### config.mk
export PLATFORM = sky130hd
export DESIGN_NAME = ctrl_top
export DESIGN_NICKNAME = d
export VERILOG_FILES = /design/src/ctrl_pkg.sv /design/src/ctrl_irq_arbiter.sv /design/src/ctrl_exc_capture.sv /design/src/ctrl_fsm.sv /design/src/ctrl_top.sv
export VERILOG_INCLUDE_DIRS = /design/src /design/src/src
export SDC_FILE = /design/constraint.sdc
export NUM_CORES = 1
export LEC_CHECK = 0
export ABC_AREA = 1
export BUFFER_PORTS_ARGS = -buffer_cell sky130_fd_sc_hd__buf_2
export CAP_MARGIN = 30
export CORE_MARGIN = 4
export CORE_UTILIZATION = 34
export CTS_CLUSTER_DIAMETER = 150
export CTS_CLUSTER_SIZE = 12
export DETAILED_ROUTE_END_ITERATION = 16
export HOLD_SLACK_MARGIN = 0.1
export PLACE_DENSITY = 0.66
export SLEW_MARGIN = 20
export SYNTH_ARGS = -nofsm -noshare
export SYNTH_HDL_FRONTEND = slang
export SYNTH_SLANG_ARGS = --single-unit
### constraint.sdc
create_clock -name clk_i -period 6.9 [get_ports clk_i]
set_input_delay 0.345 -clock clk_i [delete_from_list [all_inputs] [get_ports clk_i]]
set_output_delay 0.345 -clock clk_i [all_outputs]
set_load 0.1 [all_outputs]
### src/ctrl_settings.svh
`ifndef CTRL_SETTINGS_SVH
`define CTRL_SETTINGS_SVH

// data path and cause widths.
`define CTRL_XLEN       32
`define CTRL_FAST_IRQS  15
`define CTRL_CAUSE_W    6

// a fast line cause is this base plus the line number.
`define CTRL_FAST_BASE  6'h30

// exception codes, with the interrupt flag clear.
`define CTRL_EXC_FETCH_FAULT  5'd1
`define CTRL_EXC_ILLEGAL      5'd2
`define CTRL_EXC_BREAKPOINT   5'd3
`define CTRL_EXC_LOAD_FAULT   5'd5
`define CTRL_EXC_STORE_FAULT  5'd7
`define CTRL_EXC_ECALL_U      5'd8
`define CTRL_EXC_ECALL_M      5'd11

// interrupt codes, with the interrupt flag set.
`define CTRL_IRQ_SOFTWARE  5'd3
`define CTRL_IRQ_TIMER     5'd7
`define CTRL_IRQ_EXTERNAL  5'd11
`define CTRL_IRQ_NM        5'd31

`endif

### src/ctrl_pkg.sv
`include "ctrl_settings.svh"

package ctrl_pkg;

	typedef enum logic [1:0] {
		PRIV_LVL_U = 2'b00,
		PRIV_LVL_M = 2'b11
	} priv_lvl_e;

	typedef enum logic [2:0] {
		PC_BOOT = 3'd0,
		PC_JUMP = 3'd1,
		PC_EXC  = 3'd2,
		PC_ERET = 3'd3
	} pc_sel_e;

	typedef enum logic [1:0] {
		EXC_PC_EXC = 2'd0,
		EXC_PC_IRQ = 2'd1
	} exc_pc_sel_e;

	typedef struct packed {
		logic                      irq;
		logic [`CTRL_CAUSE_W-2:0]  code;
	} exc_cause_t;

	// software sits in the top bit, the fast lines in the low bits.
	typedef struct packed {
		logic                        software;
		logic                        timer;
		logic                        external;
		logic [`CTRL_FAST_IRQS-1:0]  fast;
	} irq_vec_t;

	typedef struct packed {
		logic                   valid;
		logic                   illegal;
		logic                   ecall;
		logic                   mret;
		logic                   wfi;
		logic                   ebreak;
		logic                   fetch_err;
		logic                   is_compressed;
		logic [`CTRL_XLEN-1:0]  instr;
		logic [15:0]            instr_c;
		logic [`CTRL_XLEN-1:0]  pc;
	} id_info_t;

	typedef struct packed {
		logic                   load_err;
		logic                   store_err;
		logic [`CTRL_XLEN-1:0]  addr;
	} lsu_err_t;

	typedef struct packed {
		logic                   exc;
		logic                   mret;
		logic                   wfi;
		exc_cause_t             cause;
		logic [`CTRL_XLEN-1:0]  tval;
	} exc_req_t;

	typedef struct packed {
		logic                   save_if;
		logic                   save_id;
		logic                   restore_mret;
		logic                   save_cause;
		exc_cause_t             cause;
		logic [`CTRL_XLEN-1:0]  mtval;
	} csr_ctrl_t;

endpackage

### src/ctrl_irq_arbiter.sv
`include "ctrl_settings.svh"

module ctrl_irq_arbiter (
	input  ctrl_pkg::irq_vec_t    irqs_i,
	input  logic                  irq_nm_i,
	input  logic                  csr_mstatus_mie_i,
	input  logic                  nmi_mode_i,
	output logic                  irq_take_o,
	output logic                  irq_wake_o,
	output ctrl_pkg::exc_cause_t  irq_cause_o
);

	localparam int unsigned FAST_ID_W = $clog2(`CTRL_FAST_IRQS);

	logic                  irq_any;
	logic [FAST_ID_W-1:0]  fast_id;

	// the lines arrive already masked by mie, so any set bit is pending.
	assign irq_any    = |irqs_i;
	assign irq_wake_o = irq_any | irq_nm_i;
	assign irq_take_o = ~nmi_mode_i & (irq_nm_i | (irq_any & csr_mstatus_mie_i));

	// the highest numbered fast line wins.
	always_comb begin
		fast_id = '0;
		for (int i = 0; i < `CTRL_FAST_IRQS; i++) begin
			if (irqs_i.fast[i]) begin
				fast_id = FAST_ID_W'(i);
			end
		end
	end

	always_comb begin
		if (irq_nm_i) begin
			irq_cause_o = '{irq: 1'b1, code: `CTRL_IRQ_NM};
		end else if (|irqs_i.fast) begin
			irq_cause_o = ctrl_pkg::exc_cause_t'(`CTRL_FAST_BASE | `CTRL_CAUSE_W'(fast_id));
		end else if (irqs_i.external) begin
			irq_cause_o = '{irq: 1'b1, code: `CTRL_IRQ_EXTERNAL};
		end else if (irqs_i.software) begin
			irq_cause_o = '{irq: 1'b1, code: `CTRL_IRQ_SOFTWARE};
		end else begin
			irq_cause_o = '{irq: 1'b1, code: `CTRL_IRQ_TIMER};
		end
	end

endmodule

### src/ctrl_exc_capture.sv
`include "ctrl_settings.svh"

module ctrl_exc_capture (
	input  logic                 clk_i,
	input  logic                 rst_ni,
	input  ctrl_pkg::id_info_t   id_i,
	input  ctrl_pkg::lsu_err_t   lsu_i,
	input  ctrl_pkg::priv_lvl_e  priv_mode_i,
	input  logic                 csr_mstatus_tw_i,
	input  logic                 flush_state_i,
	output logic                 special_req_o,
	output ctrl_pkg::exc_req_t   req_o
);

	logic                   fetch_err;
	logic                   ecall;
	logic                   ebreak;
	logic                   mret_insn;
	logic                   wfi_insn;
	logic                   illegal_umode;
	logic                   illegal;
	logic                   exc;
	ctrl_pkg::exc_cause_t   cause_d;
	logic [`CTRL_XLEN-1:0]  tval_d;
	logic                   exc_q;
	logic                   mret_q;
	logic                   wfi_q;
	ctrl_pkg::exc_cause_t   cause_q;
	logic [`CTRL_XLEN-1:0]  tval_q;

	// ------------------------------
	// decode qualification.
	assign fetch_err = id_i.valid & id_i.fetch_err;
	assign ecall     = id_i.valid & id_i.ecall;
	assign ebreak    = id_i.valid & id_i.ebreak;
	assign mret_insn = id_i.valid & id_i.mret;
	assign wfi_insn  = id_i.valid & id_i.wfi;

	// mret, and wfi under timeout-wait, are machine mode only.
	assign illegal_umode = (priv_mode_i != ctrl_pkg::PRIV_LVL_M) &
		(mret_insn | (csr_mstatus_tw_i & wfi_insn));
	assign illegal = (id_i.valid & id_i.illegal) | illegal_umode;

	assign exc = fetch_err | illegal | ecall | ebreak | lsu_i.load_err | lsu_i.store_err;
	assign special_req_o = exc | mret_insn | wfi_insn;

	// ------------------------------
	// exception priority.
	always_comb begin
		cause_d = '{irq: 1'b0, code: `CTRL_EXC_LOAD_FAULT};
		tval_d  = lsu_i.addr;
		if (fetch_err) begin
			cause_d.code = `CTRL_EXC_FETCH_FAULT;
			tval_d       = id_i.pc;
		end else if (illegal) begin
			cause_d.code = `CTRL_EXC_ILLEGAL;
			tval_d       = id_i.is_compressed ?
				{{(`CTRL_XLEN-16){1'b0}}, id_i.instr_c} : id_i.instr;
		end else if (ecall) begin
			cause_d.code = (priv_mode_i == ctrl_pkg::PRIV_LVL_M) ?
				`CTRL_EXC_ECALL_M : `CTRL_EXC_ECALL_U;
			tval_d       = '0;
		end else if (ebreak) begin
			cause_d.code = `CTRL_EXC_BREAKPOINT;
			tval_d       = '0;
		end else if (lsu_i.store_err) begin
			cause_d.code = `CTRL_EXC_STORE_FAULT;
		end
	end

	// the request is held for the whole flush.
	always_ff @(posedge clk_i or negedge rst_ni) begin
		if (!rst_ni) begin
			exc_q  <= 1'b0;
			mret_q <= 1'b0;
			wfi_q  <= 1'b0;
		end else if (!flush_state_i) begin
			exc_q  <= exc;
			mret_q <= mret_insn & ~exc;
			wfi_q  <= wfi_insn & ~exc;
		end
	end

	always_ff @(posedge clk_i) begin
		if (!flush_state_i) begin
			cause_q <= cause_d;
			tval_q  <= tval_d;
		end
	end

	assign req_o = '{exc: exc_q, mret: mret_q, wfi: wfi_q, cause: cause_q, tval: tval_q};

	a_one_request: assert property (@(posedge clk_i) disable iff (!rst_ni)
		$onehot0({req_o.exc, req_o.mret, req_o.wfi}));

endmodule

### src/ctrl_fsm.sv
`include "ctrl_settings.svh"

module ctrl_fsm (
	input  logic                    clk_i,
	input  logic                    rst_ni,
	input  logic                    fetch_enable_i,
	input  logic                    instr_valid_i,
	input  logic                    stall_i,
	input  logic                    branch_set_i,
	input  logic                    jump_set_i,
	input  logic                    special_req_i,
	input  ctrl_pkg::exc_req_t      req_i,
	input  logic                    irq_take_i,
	input  ctrl_pkg::exc_cause_t    irq_cause_i,
	input  logic                    irq_wake_i,
	output logic                    flush_state_o,
	output logic                    nmi_mode_o,
	output logic                    ctrl_busy_o,
	output logic                    instr_req_o,
	output logic                    id_in_ready_o,
	output logic                    instr_valid_clear_o,
	output logic                    pc_set_o,
	output ctrl_pkg::pc_sel_e       pc_mux_o,
	output ctrl_pkg::exc_pc_sel_e   exc_pc_mux_o,
	output ctrl_pkg::csr_ctrl_t     csr_o
);

	typedef enum logic [2:0] {
		RESET,
		BOOT_SET,
		FIRST_FETCH,
		DECODE,
		FLUSH,
		IRQ_TAKEN,
		WAIT_SLEEP,
		SLEEP
	} state_e;

	state_e  state_q;
	state_e  state_d;
	logic    nmi_mode_q;
	logic    nmi_mode_d;
	logic    halt_if;
	logic    flush_id;

	// ------------------------------
	// next state and outputs.
	always_comb begin
		state_d      = state_q;
		nmi_mode_d   = nmi_mode_q;
		instr_req_o  = 1'b1;
		ctrl_busy_o  = 1'b1;
		halt_if      = 1'b0;
		flush_id     = 1'b0;
		pc_set_o     = 1'b0;
		pc_mux_o     = ctrl_pkg::PC_BOOT;
		exc_pc_mux_o = ctrl_pkg::EXC_PC_IRQ;
		csr_o        = '0;

		case (state_q)
			RESET: begin
				instr_req_o = 1'b0;
				pc_set_o    = 1'b1;
				if (fetch_enable_i) begin
					state_d = BOOT_SET;
				end
			end
			BOOT_SET: begin
				pc_set_o = 1'b1;
				state_d  = FIRST_FETCH;
			end
			FIRST_FETCH: begin
				if (!stall_i) begin
					state_d = DECODE;
				end
			end
			DECODE: begin
				pc_mux_o = ctrl_pkg::PC_JUMP;
				if (instr_valid_i) begin
					if (special_req_i) begin
						state_d = FLUSH;
						halt_if = 1'b1;
					end else if (branch_set_i || jump_set_i) begin
						pc_set_o = 1'b1;
					end
					// hold fetch while a stalled instruction blocks the interrupt.
					if (irq_take_i && stall_i) begin
						halt_if = 1'b1;
					end
				end
				if (!stall_i && !special_req_i && irq_take_i) begin
					state_d  = IRQ_TAKEN;
					halt_if  = 1'b1;
					flush_id = 1'b1;
				end
			end
			IRQ_TAKEN: begin
				pc_mux_o     = ctrl_pkg::PC_EXC;
				exc_pc_mux_o = ctrl_pkg::EXC_PC_IRQ;
				if (irq_take_i) begin
					pc_set_o         = 1'b1;
					csr_o.save_if    = 1'b1;
					csr_o.save_cause = 1'b1;
					csr_o.cause      = irq_cause_i;
					if (irq_cause_i.irq && (irq_cause_i.code == `CTRL_IRQ_NM)) begin
						nmi_mode_d = 1'b1;
					end
				end
				state_d = DECODE;
			end
			FLUSH: begin
				halt_if  = 1'b1;
				flush_id = 1'b1;
				state_d  = DECODE;
				if (req_i.exc) begin
					pc_set_o         = 1'b1;
					pc_mux_o         = ctrl_pkg::PC_EXC;
					exc_pc_mux_o     = ctrl_pkg::EXC_PC_EXC;
					csr_o.save_id    = 1'b1;
					csr_o.save_cause = 1'b1;
					csr_o.cause      = req_i.cause;
					csr_o.mtval      = req_i.tval;
				end else if (req_i.mret) begin
					pc_set_o           = 1'b1;
					pc_mux_o           = ctrl_pkg::PC_ERET;
					csr_o.restore_mret = 1'b1;
					nmi_mode_d         = 1'b0;
				end else if (req_i.wfi) begin
					state_d = WAIT_SLEEP;
				end
			end
			WAIT_SLEEP: begin
				ctrl_busy_o = 1'b0;
				instr_req_o = 1'b0;
				halt_if     = 1'b1;
				flush_id    = 1'b1;
				state_d     = SLEEP;
			end
			SLEEP: begin
				instr_req_o = 1'b0;
				halt_if     = 1'b1;
				flush_id    = 1'b1;
				if (irq_wake_i) begin
					state_d = FIRST_FETCH;
				end else begin
					ctrl_busy_o = 1'b0;
				end
			end
			default: begin
				instr_req_o = 1'b0;
				state_d     = RESET;
			end
		endcase
	end

	assign flush_state_o       = (state_q == FLUSH);
	assign nmi_mode_o          = nmi_mode_q;
	assign id_in_ready_o       = ~stall_i & ~halt_if;
	assign instr_valid_clear_o = ~(stall_i | halt_if) | flush_id;

	always_ff @(posedge clk_i or negedge rst_ni) begin
		if (!rst_ni) begin
			state_q    <= RESET;
			nmi_mode_q <= 1'b0;
		end else begin
			state_q    <= state_d;
			nmi_mode_q <= nmi_mode_d;
		end
	end

	// ------------------------------
	// the captured request has to account for every entry into FLUSH.
	a_flush_has_req: assert property (@(posedge clk_i) disable iff (!rst_ni)
		(state_q == FLUSH) |-> (req_i.exc || req_i.mret || req_i.wfi));

	a_irq_cause_flag: assert property (@(posedge clk_i) disable iff (!rst_ni)
		irq_take_i |-> irq_cause_i.irq);

endmodule

### src/ctrl_top.sv
module ctrl_top (
	input  logic                   clk_i,
	input  logic                   rst_ni,
	input  logic                   fetch_enable_i,
	input  ctrl_pkg::id_info_t     id_i,
	input  ctrl_pkg::lsu_err_t     lsu_i,
	input  ctrl_pkg::irq_vec_t     irqs_i,
	input  logic                   irq_nm_i,
	input  logic                   csr_mstatus_mie_i,
	input  ctrl_pkg::priv_lvl_e    priv_mode_i,
	input  logic                   csr_mstatus_tw_i,
	input  logic                   stall_i,
	input  logic                   branch_set_i,
	input  logic                   jump_set_i,
	output logic                   nmi_mode_o,
	output logic                   ctrl_busy_o,
	output logic                   instr_req_o,
	output logic                   id_in_ready_o,
	output logic                   instr_valid_clear_o,
	output logic                   pc_set_o,
	output ctrl_pkg::pc_sel_e      pc_mux_o,
	output ctrl_pkg::exc_pc_sel_e  exc_pc_mux_o,
	output ctrl_pkg::csr_ctrl_t    csr_o
);

	ctrl_pkg::exc_req_t    req;
	ctrl_pkg::exc_cause_t  irq_cause;
	logic                  special_req;
	logic                  irq_take;
	logic                  irq_wake;
	logic                  flush_state;

	ctrl_irq_arbiter u_irq_arbiter (
		.irqs_i            (irqs_i),
		.irq_nm_i          (irq_nm_i),
		.csr_mstatus_mie_i (csr_mstatus_mie_i),
		.nmi_mode_i        (nmi_mode_o),
		.irq_take_o        (irq_take),
		.irq_wake_o        (irq_wake),
		.irq_cause_o       (irq_cause)
	);

	ctrl_exc_capture u_exc_capture (
		.clk_i            (clk_i),
		.rst_ni           (rst_ni),
		.id_i             (id_i),
		.lsu_i            (lsu_i),
		.priv_mode_i      (priv_mode_i),
		.csr_mstatus_tw_i (csr_mstatus_tw_i),
		.flush_state_i    (flush_state),
		.special_req_o    (special_req),
		.req_o            (req)
	);

	ctrl_fsm u_fsm (
		.clk_i               (clk_i),
		.rst_ni              (rst_ni),
		.fetch_enable_i      (fetch_enable_i),
		.instr_valid_i       (id_i.valid),
		.stall_i             (stall_i),
		.branch_set_i        (branch_set_i),
		.jump_set_i          (jump_set_i),
		.special_req_i       (special_req),
		.req_i               (req),
		.irq_take_i          (irq_take),
		.irq_cause_i         (irq_cause),
		.irq_wake_i          (irq_wake),
		.flush_state_o       (flush_state),
		.nmi_mode_o          (nmi_mode_o),
		.ctrl_busy_o         (ctrl_busy_o),
		.instr_req_o         (instr_req_o),
		.id_in_ready_o       (id_in_ready_o),
		.instr_valid_clear_o (instr_valid_clear_o),
		.pc_set_o            (pc_set_o),
		.pc_mux_o            (pc_mux_o),
		.exc_pc_mux_o        (exc_pc_mux_o),
		.csr_o               (csr_o)
	);

endmodule

==> out/results.tsv <==
metric	value	unit
CP endpoint kind	output port	
# nets final	820	
Power Density	254	nW/um2
Syn-to-layout area delta	36.8	%
Critical Path Fanout Max	42	
TritonCTS Buffers	5	
Max-Cap Viols	0	
skew final	0.00656	ns
Data required, critical path	6.55	ns
post-synth cell types	36	
flop2flop setup slack	4.82	ns
CTS HTree Levels	2	
status	complete, no violations	
Synth Instances	483	
Crit Path Class	flip-flop to output port	
DRC Markers	0	
ANT cells	0	
post-placement cell count	790	
Tot GR Track Use	0.178	
Slew HR	0.354	
CTS Root Cell	clkbuf_8	
Max VDD drop	0.000156	V
IO Pins	204	
CTS tree	done	
clk buf depth	2	
Clock Latency Late Sink	0.29	ns
Startpoint Class	flip-flop	
async set or reset register ratio after synthesis	0.163	
Core Box Area	9280	um2
FMAX	354	MHz
CTS sink cnt	43	
WL per Instance	13.1	um
vias in the first global route	3540	
dpl ws	4.23	ns
layout cells sized above 1	0.367	
launch point of the worst reg-to-reg path	u_fsm.state_q[2]	
mapped cell area	3240	um2
Final ANT Viol Nets	0	
worst setup margin	4.07	ns
Hold Vio Cnt, Final	0	
EDFF count, synth	36	
DRT iter0 DRCs	193	
largest net degree at the start of global routing	68	
RR Endpoint	u_exc_capture.tval_q[26]	
post-layout min period	2.83	ns
average via count per standard cell	4.76	
Mean Syn Cell Area	6.72	um2
hold endpoint	u_exc_capture.wfi_q	
routability cong.	0.850	
DRT Pass-1 Iters	5	
setup TNS	0	ns
first-pass GRT wire length	16.5	mm
fill count	984	
row count	35	
initial antenna violation count	0	
crit share post-route	0.409	
Most used DFF post-synth	edfxtp_1	
Die W	106	um
Hold Crit Class	input pin to flip-flop	
Worst Max-Slew Pin Slew	0.968	ns
Hold Path Origin	id_i[83]	
Die Y	106	um
RSZ-0062 raised after global routing	no	
R2R cell count	6	
hold path depth	3	
final non-filler cell total	799	
via count	3800	
arrival time at the worst endpoint	2.48	ns
part of the Yosys area used for sequential elements	0.387	
Max Transition Viols Final	0	
Lkg Pwr	2.40	nW
Remaining Overflow, GRT	0	
IO Port Bufs	201	
CTS resizes	0	
HPWL after DPL	8.35	mm
#FFs+latches synth	43	
# setup viols final	0	
Routed WL	10.5	mm
total power draw	1.13	mW
DIE AREA	11200	um2
Synth Warn #	0	
initial core utilization	0.349	
clock-pin transition on the worst setup and hold timing paths	0.08	ns
-- report_power, final --
group	total (mW)	leakage (nW)	internal [mW]	switching, mW
sequential	0.376	0.475	0.348	0.0278
clock	0.156	0.0412	0.0708	0.0847
combinational	0.598	1.88	0.135	0.462
-- placed cells by master, fill, tap and decap left out, drive strengths merged --
master	netlist	final
buf	13	205
nand2	177	177
nor2	99	99
inv	39	39
edfxtp	36	36
a31oi	34	34
nand3	26	26
o21ai	14	14
dfrtp	7	7
clkbuf	15	6
a21oi	5	5
or2	2	2
nor3	2	2
a22o	2	2
o31ai	2	2
conb	1	2
a21boi	2	2
o2111ai	1	1
a22oi	1	1
nor4	1	1
o211ai	1	1
o22ai	1	1
o21bai	1	1
nand4	1	1
clkinv	0	1
clkinvlp	0	1
dlygate4sd3	0	1
-- layout make-up --
cell class / instances / area (um2) / area share
Timing Repair Buffer: 206 / 1070 / 0.240
Multi-Input combinational cell: 374 / 1720 / 0.388
Clock inverter: 2 / 12.5 / 0.00282
Sequential cell: 43 / 1260 / 0.283
Inverter: 39 / 146 / 0.0330
Clock buffer: 6 / 72.6 / 0.0164
Tap cell: 129 / 161 / 0.0364
-- critical path, stage by stage (launching register included) --
cell     delay (ns)
dfrtp_1        0.41
inv_2          0.09
nor2_2         0.12
inv_2          0.07
nor2_2         0.19
inv_2          0.28
buf_4          0.37
nor2_1         0.18
buf_2          0.45
-- worst max path at each step --
stage | cells past startpoint | endpoint | from | slack, ns
2_1_floorplan | 5 | csr_o[33] | u_fsm.nmi_mode_o | 3.12
3_3_place_gp | 12 | instr_valid_clear_o | id_i[87] | 4.29
3_5_place_dp | 12 | instr_valid_clear_o | id_i[87] | 4.23
4_1_cts | 8 | csr_o[30] | u_fsm.state_q[2] | 4.04
5_1_grt | 8 | csr_o[30] | u_fsm.state_q[2] | 3.84
6_report | 8 | csr_o[30] | u_fsm.state_q[2] | 4.07
-- cells in the mapped netlist, types with 7 or more instances --
cell type | number | area share
edfxtp_1 | 36 | 0.33
nand2_2 | 8 | 0.015
inv_2 | 7 | 0.0081
o21ai_0 | 11 | 0.017
nor2_1 | 91 | 0.11
inv_1 | 32 | 0.037
nand3_1 | 25 | 0.039
a31oi_1 | 34 | 0.066
nand2_1 | 166 | 0.19
clkbuf_1 | 15 | 0.017
dfrtp_1 | 7 | 0.054
-- flip-flops by register name, indices dropped and copies added, names as in the netlist --
name and count:
u_exc_capture.exc_q 1, u_exc_capture.mret_q 1, u_exc_capture.req_o 4, u_exc_capture.tval_q 32, u_exc_capture.wfi_q 1, u_fsm.nmi_mode_o 1
u_fsm.state_q 3
-- logic make-up (layout without fill, tap and decap cells) --
| family | Yosys count | count (layout) | synth area share |
|---|---|---|---|
| flip-flops | 43 | 43 | 0.387 |
| AO/OA/AOI/OAI | 64 | 64 | 0.127 |
| other | 1 | 2 | 0.00116 |
| AND/OR/NAND/NOR | 308 | 308 | 0.401 |
| buffers and inverters | 67 | 253 | 0.0841 |
-- stage by stage --
stage               instance area (um2)  utilization  hold WS [ns]
floorplan                          3250            -        0.0494
global placement                   4310        0.465         0.193
detailed placement                 4340        0.468         0.199
CTS                                4440        0.478         0.342
global route                       4440        0.478         0.364
finish                             4440        0.478         0.357
-- per-layer routing --
layer,part of all wire,wire length (um),global-route usage,vias to the layer above
met5,0,0,0,-
li1,-,-,-,1936
met4,0.022,229,0.0555,0
met2,0.48,5000,0.310,183
met3,0.086,898,0.0361,24
met1,0.41,4340,0.221,1657
-- what timing repair did --
| item | in CTS | in global routing |
|---|---|---|
| hold endpoints to repair | 7 | 0 |
| hold buffers | 1 | 0 |
| setup buffers | 0 | 0 |
(Power assumes the default switching activity.)
